[src/logic/core_settings.svh]
// core-wide widths and the reset pc, included by the packages and the fetch unit
`ifndef CORE_SETTINGS_SVH
`define CORE_SETTINGS_SVH

// data and address width
`define CORE_XLEN 32

// integer register file
`define CORE_REG_COUNT 32
`define CORE_REG_IDX_W 5

// first fetch address after reset
`define CORE_RESET_PC 32'h0000_0000

`endif

[src/logic/rv_isa_pkg.sv]
// RV32 encodings, instruction formats and immediate builders, imported by the decode unit
`include "core_settings.svh"

package rv_isa_pkg;

	typedef enum logic [6:0] {
		OPC_OP_IMM = 7'b001_0011,
		OPC_AUIPC  = 7'b001_0111,
		OPC_LUI    = 7'b011_0111,
		OPC_JAL    = 7'b110_1111,
		OPC_JALR   = 7'b110_0111,
		OPC_STORE  = 7'b010_0011,
		OPC_SYSTEM = 7'b111_0011
	} opcode_e;

	localparam logic [2:0] F3_ADDI = 3'b000;
	localparam logic [2:0] F3_JALR = 3'b000;
	localparam logic [2:0] F3_SW   = 3'b010;
	localparam logic [2:0] F3_PRIV = 3'b000;

	// imm field of ebreak, ecall has zero here
	localparam logic [11:0] EBREAK_IMM = 12'h001;

	typedef struct packed {
		logic [11:0] imm;
		logic [4:0]  rs1;
		logic [2:0]  funct3;
		logic [4:0]  rd;
		opcode_e     opcode;
	} i_fmt_t;

	typedef struct packed {
		logic [6:0] imm_11_5;
		logic [4:0] rs2;
		logic [4:0] rs1;
		logic [2:0] funct3;
		logic [4:0] imm_4_0;
		opcode_e    opcode;
	} s_fmt_t;

	typedef struct packed {
		logic [19:0] imm;
		logic [4:0]  rd;
		opcode_e     opcode;
	} u_fmt_t;

	// jal immediate is scrambled in the word
	typedef struct packed {
		logic       imm_20;
		logic [9:0] imm_10_1;
		logic       imm_11;
		logic [7:0] imm_19_12;
		logic [4:0] rd;
		opcode_e    opcode;
	} j_fmt_t;

	typedef union packed {
		logic [31:0] raw;
		i_fmt_t      i;
		s_fmt_t      s;
		u_fmt_t      u;
		j_fmt_t      j;
	} inst_word_u;

	function automatic logic [`CORE_XLEN-1:0] imm_i(inst_word_u inst);
		return {{(`CORE_XLEN-12){inst.i.imm[11]}}, inst.i.imm};
	endfunction

	function automatic logic [`CORE_XLEN-1:0] imm_s(inst_word_u inst);
		return {{(`CORE_XLEN-12){inst.s.imm_11_5[6]}}, inst.s.imm_11_5, inst.s.imm_4_0};
	endfunction

	function automatic logic [`CORE_XLEN-1:0] imm_u(inst_word_u inst);
		return {inst.u.imm, 12'b0};
	endfunction

	function automatic logic [`CORE_XLEN-1:0] imm_j(inst_word_u inst);
		return {{(`CORE_XLEN-21){inst.j.imm_20}}, inst.j.imm_20, inst.j.imm_19_12,
			inst.j.imm_11, inst.j.imm_10_1, 1'b0};
	endfunction

endpackage

[src/logic/core_bus_pkg.sv]
// AXI4-Lite channel payloads and the records passed between core stages
`include "core_settings.svh"

package core_bus_pkg;

	typedef logic [`CORE_XLEN-1:0]      word_t;
	typedef logic [`CORE_REG_IDX_W-1:0] reg_idx_t;

	localparam int unsigned REG_COUNT = `CORE_REG_COUNT;
	localparam int unsigned STRB_W    = `CORE_XLEN / 8;

	// axi4-lite channels
	typedef struct packed {
		word_t      addr;
		logic [2:0] prot;
	} axil_ar_t;

	typedef struct packed {
		word_t      data;
		logic [1:0] resp;
	} axil_r_t;

	typedef struct packed {
		word_t      addr;
		logic [2:0] prot;
	} axil_aw_t;

	typedef struct packed {
		word_t             data;
		logic [STRB_W-1:0] strb;
	} axil_w_t;

	typedef struct packed {
		logic [1:0] resp;
	} axil_b_t;

	// stage records
	typedef struct packed {
		word_t inst;
		word_t pc;
	} fetch_out_t;

	typedef struct packed {
		word_t    src1;
		word_t    src2;
		word_t    store_data;
		reg_idx_t rd;
		logic     reg_wr;
		logic     jal;
		logic     jalr;
		logic     store;
		logic     ebreak;
	} decode_out_t;

	typedef struct packed {
		logic     reg_wen;
		reg_idx_t reg_idx;
		word_t    reg_data;
		word_t    next_pc;
		word_t    store_addr;
		word_t    store_data;
		logic     store;
		logic     halt;
	} exec_out_t;

endpackage

[src/logic/register_file.sv]
// integer register file with two combinational reads, one write port and x0 held at zero
module register_file (
	input  logic                   clk,
	input  logic                   arst_n,
	input  core_bus_pkg::reg_idx_t raddr1,
	input  core_bus_pkg::reg_idx_t raddr2,
	output core_bus_pkg::word_t    rdata1,
	output core_bus_pkg::word_t    rdata2,
	input  logic                   wen,
	input  core_bus_pkg::reg_idx_t waddr,
	input  core_bus_pkg::word_t    wdata
);
	import core_bus_pkg::*;

	word_t regs [REG_COUNT];

	// x0 is cleared by reset and never written
	always_ff @(posedge clk or negedge arst_n) begin
		if (!arst_n) begin
			for (int i = 0; i < REG_COUNT; i++) begin
				regs[i] <= '0;
			end
		end else if (wen && waddr != '0) begin
			regs[waddr] <= wdata;
		end
	end

	assign rdata1 = regs[raddr1];
	assign rdata2 = regs[raddr2];

endmodule

[src/logic/fetch_unit.sv]
// instruction fetch, keeps the pc and reads one instruction at a time over AXI4-Lite
`include "core_settings.svh"

module fetch_unit (
	input  logic                     clk,
	input  logic                     arst_n,
	input  logic                     commit,
	input  core_bus_pkg::word_t      next_pc,
	input  logic                     halt,
	output core_bus_pkg::axil_ar_t   ar,
	output logic                     arvalid,
	input  logic                     arready,
	input  core_bus_pkg::axil_r_t    r,
	input  logic                     rvalid,
	output logic                     rready,
	output core_bus_pkg::fetch_out_t fetched,
	output logic                     fetched_valid
);
	import core_bus_pkg::*;

	typedef enum logic [2:0] {
		ST_IDLE,
		ST_ADDR,
		ST_DATA,
		ST_HOLD,
		ST_STOP
	} state_e;

	state_e state;
	word_t  pc;
	word_t  inst;

	always_ff @(posedge clk or negedge arst_n) begin
		if (!arst_n) begin
			state <= ST_IDLE;
			pc    <= `CORE_RESET_PC;
		end else begin
			case (state)
				ST_IDLE: state <= ST_ADDR;
				ST_ADDR: begin
					if (arready) begin
						state <= ST_DATA;
					end
				end
				ST_DATA: begin
					if (rvalid) begin
						state <= ST_HOLD;
					end
				end
				// instruction stays visible to decode until the store unit commits
				ST_HOLD: begin
					if (commit) begin
						pc    <= next_pc;
						state <= halt ? ST_STOP : ST_ADDR;
					end
				end
				default: state <= ST_STOP;
			endcase
		end
	end

	always_ff @(posedge clk) begin
		if (state == ST_DATA && rvalid) begin
			inst <= r.data;
		end
	end

	// prot marks an instruction access
	assign ar            = '{addr: pc, prot: 3'b100};
	assign arvalid       = (state == ST_ADDR);
	assign rready        = 1'b1;
	assign fetched       = '{inst: inst, pc: pc};
	assign fetched_valid = (state == ST_HOLD);

endmodule

[src/logic/decode_unit.sv]
// instruction decode, classifies the held word and selects both adder sources
module decode_unit (
	input  logic                      clk,
	input  logic                      arst_n,
	input  core_bus_pkg::fetch_out_t  fetched,
	input  core_bus_pkg::exec_out_t   reg_wr,
	input  logic                      commit,
	output core_bus_pkg::decode_out_t decoded
);
	import rv_isa_pkg::*;
	import core_bus_pkg::*;

	inst_word_u inst;
	word_t      imm;
	word_t      rs1_data;
	word_t      rs2_data;
	logic       inst_addi;
	logic       inst_auipc;
	logic       inst_lui;
	logic       inst_jal;
	logic       inst_jalr;
	logic       inst_sw;
	logic       inst_ebreak;
	logic       src2_from_imm;

	assign inst = fetched.inst;

	assign inst_addi  = (inst.i.opcode == OPC_OP_IMM) && (inst.i.funct3 == F3_ADDI);
	assign inst_auipc = (inst.u.opcode == OPC_AUIPC);
	assign inst_lui   = (inst.u.opcode == OPC_LUI);
	assign inst_jal   = (inst.j.opcode == OPC_JAL);
	assign inst_jalr  = (inst.i.opcode == OPC_JALR) && (inst.i.funct3 == F3_JALR);
	assign inst_sw    = (inst.s.opcode == OPC_STORE) && (inst.s.funct3 == F3_SW);

	// only the exact ebreak encoding halts
	assign inst_ebreak = (inst.i.opcode == OPC_SYSTEM) && (inst.i.funct3 == F3_PRIV) &&
		(inst.i.imm == EBREAK_IMM) && (inst.i.rs1 == '0) && (inst.i.rd == '0);

	assign src2_from_imm = inst_addi || inst_auipc || inst_lui || inst_jal || inst_jalr ||
		inst_sw;

	always_comb begin
		if (inst_auipc || inst_lui) begin
			imm = imm_u(inst);
		end else if (inst_jal) begin
			imm = imm_j(inst);
		end else if (inst_sw) begin
			imm = imm_s(inst);
		end else begin
			imm = imm_i(inst);
		end
	end

	register_file u_register_file (
		.clk    (clk),
		.arst_n (arst_n),
		.raddr1 (inst.i.rs1),
		.raddr2 (inst.s.rs2),
		.rdata1 (rs1_data),
		.rdata2 (rs2_data),
		.wen    (commit && reg_wr.reg_wen),
		.waddr  (reg_wr.reg_idx),
		.wdata  (reg_wr.reg_data)
	);

	always_comb begin
		// lui adds its immediate to zero
		if (inst_jal || inst_auipc) begin
			decoded.src1 = fetched.pc;
		end else if (inst_lui) begin
			decoded.src1 = '0;
		end else begin
			decoded.src1 = rs1_data;
		end
		decoded.src2       = src2_from_imm ? imm : rs2_data;
		decoded.store_data = rs2_data;
		decoded.rd         = inst.i.rd;
		decoded.reg_wr     = inst_addi || inst_auipc || inst_lui || inst_jal || inst_jalr;
		decoded.jal        = inst_jal;
		decoded.jalr       = inst_jalr;
		decoded.store      = inst_sw;
		decoded.ebreak     = inst_ebreak;
	end

endmodule

[src/logic/execute_unit.sv]
// execute stage, one adder producing the result, the link value and the next pc
module execute_unit (
	input  core_bus_pkg::decode_out_t decoded,
	input  core_bus_pkg::word_t       pc,
	output core_bus_pkg::exec_out_t   result
);
	import core_bus_pkg::*;

	word_t sum;
	word_t pc_plus4;

	assign sum      = decoded.src1 + decoded.src2;
	assign pc_plus4 = pc + word_t'(4);

	always_comb begin
		result.reg_wen    = decoded.reg_wr;
		result.reg_idx    = decoded.rd;
		result.store_addr = sum;
		result.store_data = decoded.store_data;
		result.store      = decoded.store;
		result.halt       = decoded.ebreak;
		if (decoded.jal || decoded.jalr) begin
			// jumps link pc+4 and take the sum as target
			result.reg_data = pc_plus4;
			result.next_pc  = decoded.jalr ? (sum & ~word_t'(1)) : sum;
		end else begin
			result.reg_data = sum;
			result.next_pc  = pc_plus4;
		end
	end

endmodule

[src/logic/store_unit.sv]
// store stage, issues a store as one AXI4-Lite write and commits every instruction
module store_unit (
	input  logic                    clk,
	input  logic                    arst_n,
	input  logic                    start,
	input  core_bus_pkg::exec_out_t result,
	output core_bus_pkg::axil_aw_t  aw,
	output logic                    awvalid,
	input  logic                    awready,
	output core_bus_pkg::axil_w_t   w,
	output logic                    wvalid,
	input  logic                    wready,
	input  core_bus_pkg::axil_b_t   b,
	input  logic                    bvalid,
	output logic                    bready,
	output logic                    commit
);
	import core_bus_pkg::*;

	logic aw_pending;
	logic w_pending;
	logic busy;
	logic wait_b;
	logic direct_commit;

	// response is only expected once both address and data went out
	assign wait_b = busy && !aw_pending && !w_pending;

	always_ff @(posedge clk or negedge arst_n) begin
		if (!arst_n) begin
			aw_pending    <= 1'b0;
			w_pending     <= 1'b0;
			busy          <= 1'b0;
			direct_commit <= 1'b0;
		end else begin
			direct_commit <= start && !result.store;
			if (start && result.store) begin
				aw_pending <= 1'b1;
				w_pending  <= 1'b1;
				busy       <= 1'b1;
			end else begin
				if (awready) begin
					aw_pending <= 1'b0;
				end
				if (wready) begin
					w_pending <= 1'b0;
				end
				if (wait_b && bvalid) begin
					busy <= 1'b0;
				end
			end
		end
	end

	// payload comes straight from execute, held stable by fetch until commit
	assign aw      = '{addr: result.store_addr, prot: 3'b000};
	assign w       = '{data: result.store_data, strb: '1};
	assign awvalid = aw_pending;
	assign wvalid  = w_pending;
	assign bready  = 1'b1;
	assign commit  = direct_commit || (wait_b && bvalid);

endmodule

[src/logic/rv_core_top.sv]
// multicycle RV32 core top, one AXI4-Lite read port for fetch and one write port for stores
module rv_core_top (
	input  logic                   clk,
	input  logic                   arst_n,
	output core_bus_pkg::axil_ar_t ar,
	output logic                   arvalid,
	input  logic                   arready,
	input  core_bus_pkg::axil_r_t  r,
	input  logic                   rvalid,
	output logic                   rready,
	output core_bus_pkg::axil_aw_t aw,
	output logic                   awvalid,
	input  logic                   awready,
	output core_bus_pkg::axil_w_t  w,
	output logic                   wvalid,
	input  logic                   wready,
	input  core_bus_pkg::axil_b_t  b,
	input  logic                   bvalid,
	output logic                   bready,
	output logic                   halted
);
	import core_bus_pkg::*;

	fetch_out_t  fetched;
	logic        fetched_valid;
	logic        fetched_valid_q;
	decode_out_t decoded;
	exec_out_t   result;
	logic        start;
	logic        commit;

	always_ff @(posedge clk or negedge arst_n) begin
		if (!arst_n) begin
			fetched_valid_q <= 1'b0;
			halted          <= 1'b0;
		end else begin
			fetched_valid_q <= fetched_valid;
			// sticky once ebreak commits
			if (commit && result.halt) begin
				halted <= 1'b1;
			end
		end
	end

	// new instruction present
	assign start = fetched_valid && !fetched_valid_q;

	fetch_unit u_fetch (
		.clk           (clk),
		.arst_n        (arst_n),
		.commit        (commit),
		.next_pc       (result.next_pc),
		.halt          (result.halt),
		.ar            (ar),
		.arvalid       (arvalid),
		.arready       (arready),
		.r             (r),
		.rvalid        (rvalid),
		.rready        (rready),
		.fetched       (fetched),
		.fetched_valid (fetched_valid)
	);

	decode_unit u_decode (
		.clk     (clk),
		.arst_n  (arst_n),
		.fetched (fetched),
		.reg_wr  (result),
		.commit  (commit),
		.decoded (decoded)
	);

	execute_unit u_execute (
		.decoded (decoded),
		.pc      (fetched.pc),
		.result  (result)
	);

	store_unit u_store (
		.clk     (clk),
		.arst_n  (arst_n),
		.start   (start),
		.result  (result),
		.aw      (aw),
		.awvalid (awvalid),
		.awready (awready),
		.w       (w),
		.wvalid  (wvalid),
		.wready  (wready),
		.b       (b),
		.bvalid  (bvalid),
		.bready  (bready),
		.commit  (commit)
	);

endmodule

[config.mk]
export PLATFORM = sky130hd
export DESIGN_NAME = rv_core_top
export DESIGN_NICKNAME = d
export VERILOG_FILES = /design/src/logic/rv_isa_pkg.sv /design/src/logic/core_bus_pkg.sv /design/src/logic/register_file.sv /design/src/logic/fetch_unit.sv /design/src/logic/decode_unit.sv /design/src/logic/execute_unit.sv /design/src/logic/store_unit.sv /design/src/logic/rv_core_top.sv
export VERILOG_INCLUDE_DIRS = /design/src /design/src/logic
export SDC_FILE = /design/constraint.sdc
export NUM_CORES = 2
export LEC_CHECK = 0
export BUFFER_PORTS_ARGS = -buffer_cell sky130_fd_sc_hd__buf_2
export CAP_MARGIN = 30
export CORE_MARGIN = 2
export CORE_UTILIZATION = 33
export CTS_CLUSTER_SIZE = 10
export DETAILED_ROUTE_END_ITERATION = 12
export SYNTH_ARGS = -nofsm -noshare
export SYNTH_HDL_FRONTEND = slang
export SYNTH_SLANG_ARGS = --single-unit
[constraint.sdc]
create_clock -name clk -period 12.66 [get_ports clk]
set_input_delay 2.532 -clock clk [delete_from_list [all_inputs] [get_ports clk]]
set_output_delay 2.532 -clock clk [all_outputs]
set_load 0.1 [all_outputs]
# --- Word level (Yosys, flattened, before mapping) ---
# Index checks and enable logic that the tools add are counted.
totals:
  register_bits: 1097
  input_bits: 43
  output_inout_bits: 112
  elab_cells: 134
classes:
  n_addsub: 2
  magnitude_cmp: 4
  eq_ne: 15
  n_mux: 28
  n_bitwise: 3
  n_reduce_logical: 41
ops:
  columns: ["op", "n"]
  rows:
  - ["1024-bit bitwise mux", 1]
  - ["32-bit binary-select mux with 5-bit select", 2]
  - ["32-bit two-way mux", 8]
  - ["32-bit demux with 5-bit select", 1]
  - ["64-bit two-way mux", 1]
  - ["32-bit by 3-bit adder with 32-bit output, second input constant", 1]
  - ["32-bit adder", 1]
  - ["31-bit two-way mux", 1]
  - ["7-bit == test, second input constant", 3]
  - ["20-bit two-way mux", 1]
  - ["6-bit greater-or-equal comparator, second input constant", 3]
  - ["1-bit logical AND", 18]
  - ["5-bit inverter with 6-bit output", 3]
  - ["7-bit by 5-bit == test with 1-bit output, second input constant", 2]
  - ["7-bit by 6-bit == test with 1-bit output, second input constant", 2]
  - ["12-bit by 1-bit == test with 1-bit output, second input constant", 1]
  - ["3-bit two-way mux", 4]
  - ["3-bit case mux with 4 select lines", 1]
  - ["5-bit logical NOT", 2]
  - ["3-bit by 2-bit == test with 1-bit output, second input constant", 3]
  - ["1-bit logical OR", 9]
  - ["1-bit two-way mux", 7]
  - ["3-bit logical NOT", 2]
  - ["6-bit by 1-bit less-than comparator with 1-bit output, second input constant", 1]
  - ["other kinds (9)", 15]

# --- Logic depth before layout (Yosys ltp) ---
logic_depth:
  word_depth: 12
  mapped_depth: 22
  depth_no_buf: 17

# --- By module ---
# Synthesis repeated with hierarchy kept, for this count alone.
unflattened:
  hier_cells: 5602
  area_unflattened_um2: 64244.1
modules_own_cells:
  columns: ["mod", "n_inst", "cells_each", "area_each_um2", "seq_area_each_um2"]
  rows:
  - ["register_file", 1, 4601, 55946.2, 25624.6]
  - ["execute_unit", 1, 566, 3621.0, 0.0]
  - ["fetch_unit", 1, 152, 2722.6, 1836.8]
  - ["decode_unit", 1, 191, 1186.1, 0.0]
  - ["store_unit", 1, 88, 704.4, 100.1]
  - ["rv_core_top", 1, 4, 63.8, 50.0]

# --- Worst setup path after synthesis ---
# Ideal clock, no wire load.
synth_timing:
  kind: "flip-flop to output port"
  startpoint: "reg u_fetch.inst[15]"
  endpoint: "out aw[27] (netlist name)"
  arrival_time_ns: 5.261
  required_ns: 10.128
  slack_ns: 4.867
  stages_incl_launch_ff: 19
  path_buffers: 5
  cell_sequence: "edfxtp_1 > buf_2 > buf_2 > clkbuf_1 > buf_1 > mux4_2 > mux4_2 > mux2i_1 > o21ai_0 > ha_1 > fa_1 > a211oi_1 > o21ai_0 > a31oi_1 > a21o_1 > o31ai_1 > a41oi_1 > xnor2_1 > buf_4"
synth_lines:
  columns: ["item", "line", "source"]
  rows:
  - ["from (decl)", "fetch_unit.sv:31", "word_t inst;"]
  - ["from (signal assigned)", "fetch_unit.sv:64", "inst <= r.data;"]
  - ["to (decl)", "rv_core_top.sv:11", "output core_bus_pkg::axil_aw_t aw,"]

==> flow_metrics.py <==
metrics = {
    "outcome": {
        "status": "completed",
    },
    "place": {
        "place.gp.congestion": 0.9214,
        "dp_hpwl_microns": 117400,
        "port_buffers": 138,
        "dp.cells": 7292,
    },
    "yosys": {
        "synth_edf_count": 32,
        "yosys_warnings": 0,
        "syn_inst": 5328,
        "syn_area_per_cell_sq_um": 11.10,
        "ys_types": 70,
        "async_reset_ff_frac": 0.9708,
        "ys_seq_area_frac": 0.4669,
        "ys_ff_latch": 1097,
        "syn_area_sq_um": 59140,
        "synth_ff_type": "dfrtp_1",
    },
    "detailed_routing": {
        "drc": 0,
        "drtIter0Drc": 4831,
        "post_drt_wl_per_cell_microns": 25.46,
        "drt-total-wl_microns": 189900,
        "via_per_inst": 5.757,
        "ant_nets": 0,
        "vias": 42939,
        "dr.pass1.iters": 6,
    },
    "critical_path": {
        "critPathRequiredTime_ps": 10130,
        "r2r_slack_ps": 5310,
        "crit_arrival_ps": 7710,
        "critPathKind": "reg2out",
        "crit_path_start_kind": "flop",
        "crit_path_end_kind": "output port",
        "path_max_fanout": 77,
    },
    "clock_tree": {
        "path_clk_slew_ps": 60,
        "clockRootBuffer": "clkbuf_16",
        "cts_tree": "built",
        "numClockSinks": 1097,
        "cts_max_level": 3,
        "post_cts_buffers": 0,
        "cts_resized": 0,
        "cts_made_buffers": 121,
        "cts.path.max_buffers": 3,
        "hold_buffers": 0,
        "clkLatencyLatePin_ps": 770,
    },
    "timing": {
        "tightestPinTransition_ps": 1033,
        "final-hold-violation-count": 0,
        "setup-tns-final_ps": 0,
        "fmax_mhz": 97.67,
        "period_minus_slack_ps": 10240,
        "max_slew_margin": 0.3116,
        "finalMaxSlewViolations": 0,
        "post-route-period-util": 0.8088,
        "rsz0062_at_grt": "false",
        "finalSetupViolCount": 0,
        "whs_ps": 389.6,
        "clock_skew_ps": 39.76,
    },
    "power": {
        "pwr_density_cell_nw_per_um2": 118.1,
        "power_mw": 7.717,
        "max-vdd-ir-drop_mv": 0.1290,
        "leakagePower_nw": 26.89,
    },
    "finish": {
        "area_growth_pct": 10.48,
        "final_cell_count_no_fill": 7459,
        "drive_gt1_frac": 0.2183,
        "final_nets": 5145,
    },
    "worst_hold_path": {
        "hold_class": "reg2reg",
    },
    "floorplan": {
        "die_h_microns": 427.3,
        "coreArea_sq_um": 178200,
        "num_io_pins": 155,
        "die-area_sq_um": 182600,
        "rows": 155,
        "initial_core_util": 0.3318,
        "die_w_microns": 427.3,
    },
    "global_route": {
        "grt_pass1_vias": 42335,
        "grt_max_degree": 151,
        "antenna_found_initial": 13,
        "grt_overflow": 0,
        "grt_pass1_wl_microns": 282100,
        "grtUsageTotal": 0.2077,
    },
    "run": {
        "cap_violations": 0,
    },
}
where the power goes:
group          switching, mW  internal, mW  total [mW]
Clock                   1.42          1.73        3.16
Combinational          0.673         0.257       0.929
Sequential            0.0704          3.56        3.63
layout make-up:
cell class / instances / area (sq um)
multi-input combinational: 3573 / 29030
sequential: 1097 / 27610
timing repair buffer: 259 / 2359
antenna: 6 / 15.01
clock inverter: 11 / 202.7
inverter: 17 / 63.81
tap: 2355 / 2947
fill: 17202 / 112900
clock buffer: 141 / 3113
worst max-delay path, stage by stage, from the launching register on:
cell,delay (ps)
edfxtp_1,550
nor3_1,440
o211ai_4,90
buf_4,420
o311ai_4,300
a31o_2,880
clkinv_1,530
o2bb2ai_1,250
ha_1,270
fa_1,490
a211oi_1,330
o21ai_0,160
a31oi_1,450
a21o_1,350
o31ai_1,220
a41oi_1,320
xnor2_1,320
buf_2,540
layout by cell type, fill, tap and decap left out, types with 8 or more instances in the layout:
cell / Yosys / final
nand2_1: 1225 / 1205
dfrtp_1: 1065 / 1065
o21ai_0: 1033 / 1019
mux4_2: 636 / 636
buf_2: 22 / 137
clkbuf_16: 0 / 121
nor2_1: 108 / 106
a21oi_1: 116 / 105
buf_4: 112 / 74
xnor2_1: 39 / 39
mux2i_1: 42 / 38
o31ai_1: 37 / 37
nand3_1: 41 / 34
ha_1: 32 / 32
edfxtp_1: 32 / 32
buf_16: 0 / 28
a21o_1: 20 / 20
o21ai_1: 17 / 20
nand2_4: 0 / 20
clkbuf_1: 445 / 19
nor4_1: 18 / 18
xor2_1: 17 / 17
nor3_1: 15 / 15
inv_1: 16 / 15
and3_1: 14 / 14
nor2b_1: 13 / 13
nand4_1: 13 / 13
conb_1: 2 / 12
buf_12: 0 / 12
o21ai_2: 0 / 11
a21oi_2: 1 / 10
and2_1: 9 / 9
o21bai_1: 9 / 9
a31oi_1: 10 / 8
o22ai_1: 8 / 8
nand3_4: 0 / 8
synth_stat cells (all sizes together), types with 10 or more instances:
master	instances	area, sq um
a21o	20	150.1
a21oi	117	589.3
a31oi	10	62.56
and3	14	87.58
buf	206	1221
clkbuf	445	1670
dfrtp	1065	26650
edfxtp	32	960.9
ha	32	400.4
inv	16	60.06
mux2i	42	420.4
mux4	636	14320
nand2	1225	4598
nand3	42	215.2
nand4	13	81.33
nor2	108	405.4
nor2b	13	81.33
nor3	16	85.08
nor4	19	125.1
o21ai	1050	5255
o31ai	37	277.8
xnor2	39	341.6
xor2	17	148.9
worst paths after layout:
check	from	end	cells after the start
setup / recovery	u_fetch.inst[14]	aw[27]	17
hold / removal	u_decode.u_register_file.regs[1020]	u_decode.u_register_file.regs[1020]	0
setup reg to reg	u_fetch.inst[14]	u_decode.u_register_file.regs[376]	19
hold reg to reg	u_decode.u_register_file.regs[1020]	u_decode.u_register_file.regs[1020]	0
max in group asynchronous	arst_n	u_decode.u_register_file.regs[336]	3
min in group asynchronous	arst_n	u_decode.u_register_file.regs[140]	1
metrics by stage:
| stage | area [sq um] | setup WS, ps | util |
|---|---|---|---|
| after floorplan | 59180 | 4867 | - |
| after detailed placement | 61780 | 3304 | 0.3467 |
| final | 65340 | 2421 | 0.3666 |
| after global routing | 65330 | 2183 | 0.3665 |
| after global placement | 61150 | 3348 | 0.3431 |
| after CTS | 65100 | 2448 | 0.3653 |
cells by family (layout without fill, tap and decap cells):
group	after synthesis	in the layout	synth area share
buf+inv	668	428	0.04997
simple gates	1495	1495	0.1017
flops	1097	1097	0.4669
mux	680	680	0.2497
compound gates	1297	1297	0.1163
xor+xnor	56	56	0.008293
other cells	2	18	0.0001270
fa+ha+maj	33	33	0.007108
sequential cells by signal (all words and copies together), names as in the netlist:
register,cells
u_decode.u_register_file.regs,1024
u_fetch.inst,32
u_fetch.pc,32
u_fetch.state,3
fetched_valid_q,1
halted,1
u_store.awvalid,1
u_store.busy,1
u_store.direct_commit,1
u_store.wvalid,1
metal layers:
metal	vias up	global-route usage	share of wire	wire length, microns
met3	371	0.03205	0.082	15600
met5	-	0	0.00024	46
met4	6	0.08768	0.042	7962
met1	22087	0.2822	0.41	77340
li1	18575	-	-	-
met2	1900	0.3313	0.47	88980
Power figures use the tool's default switching activity.
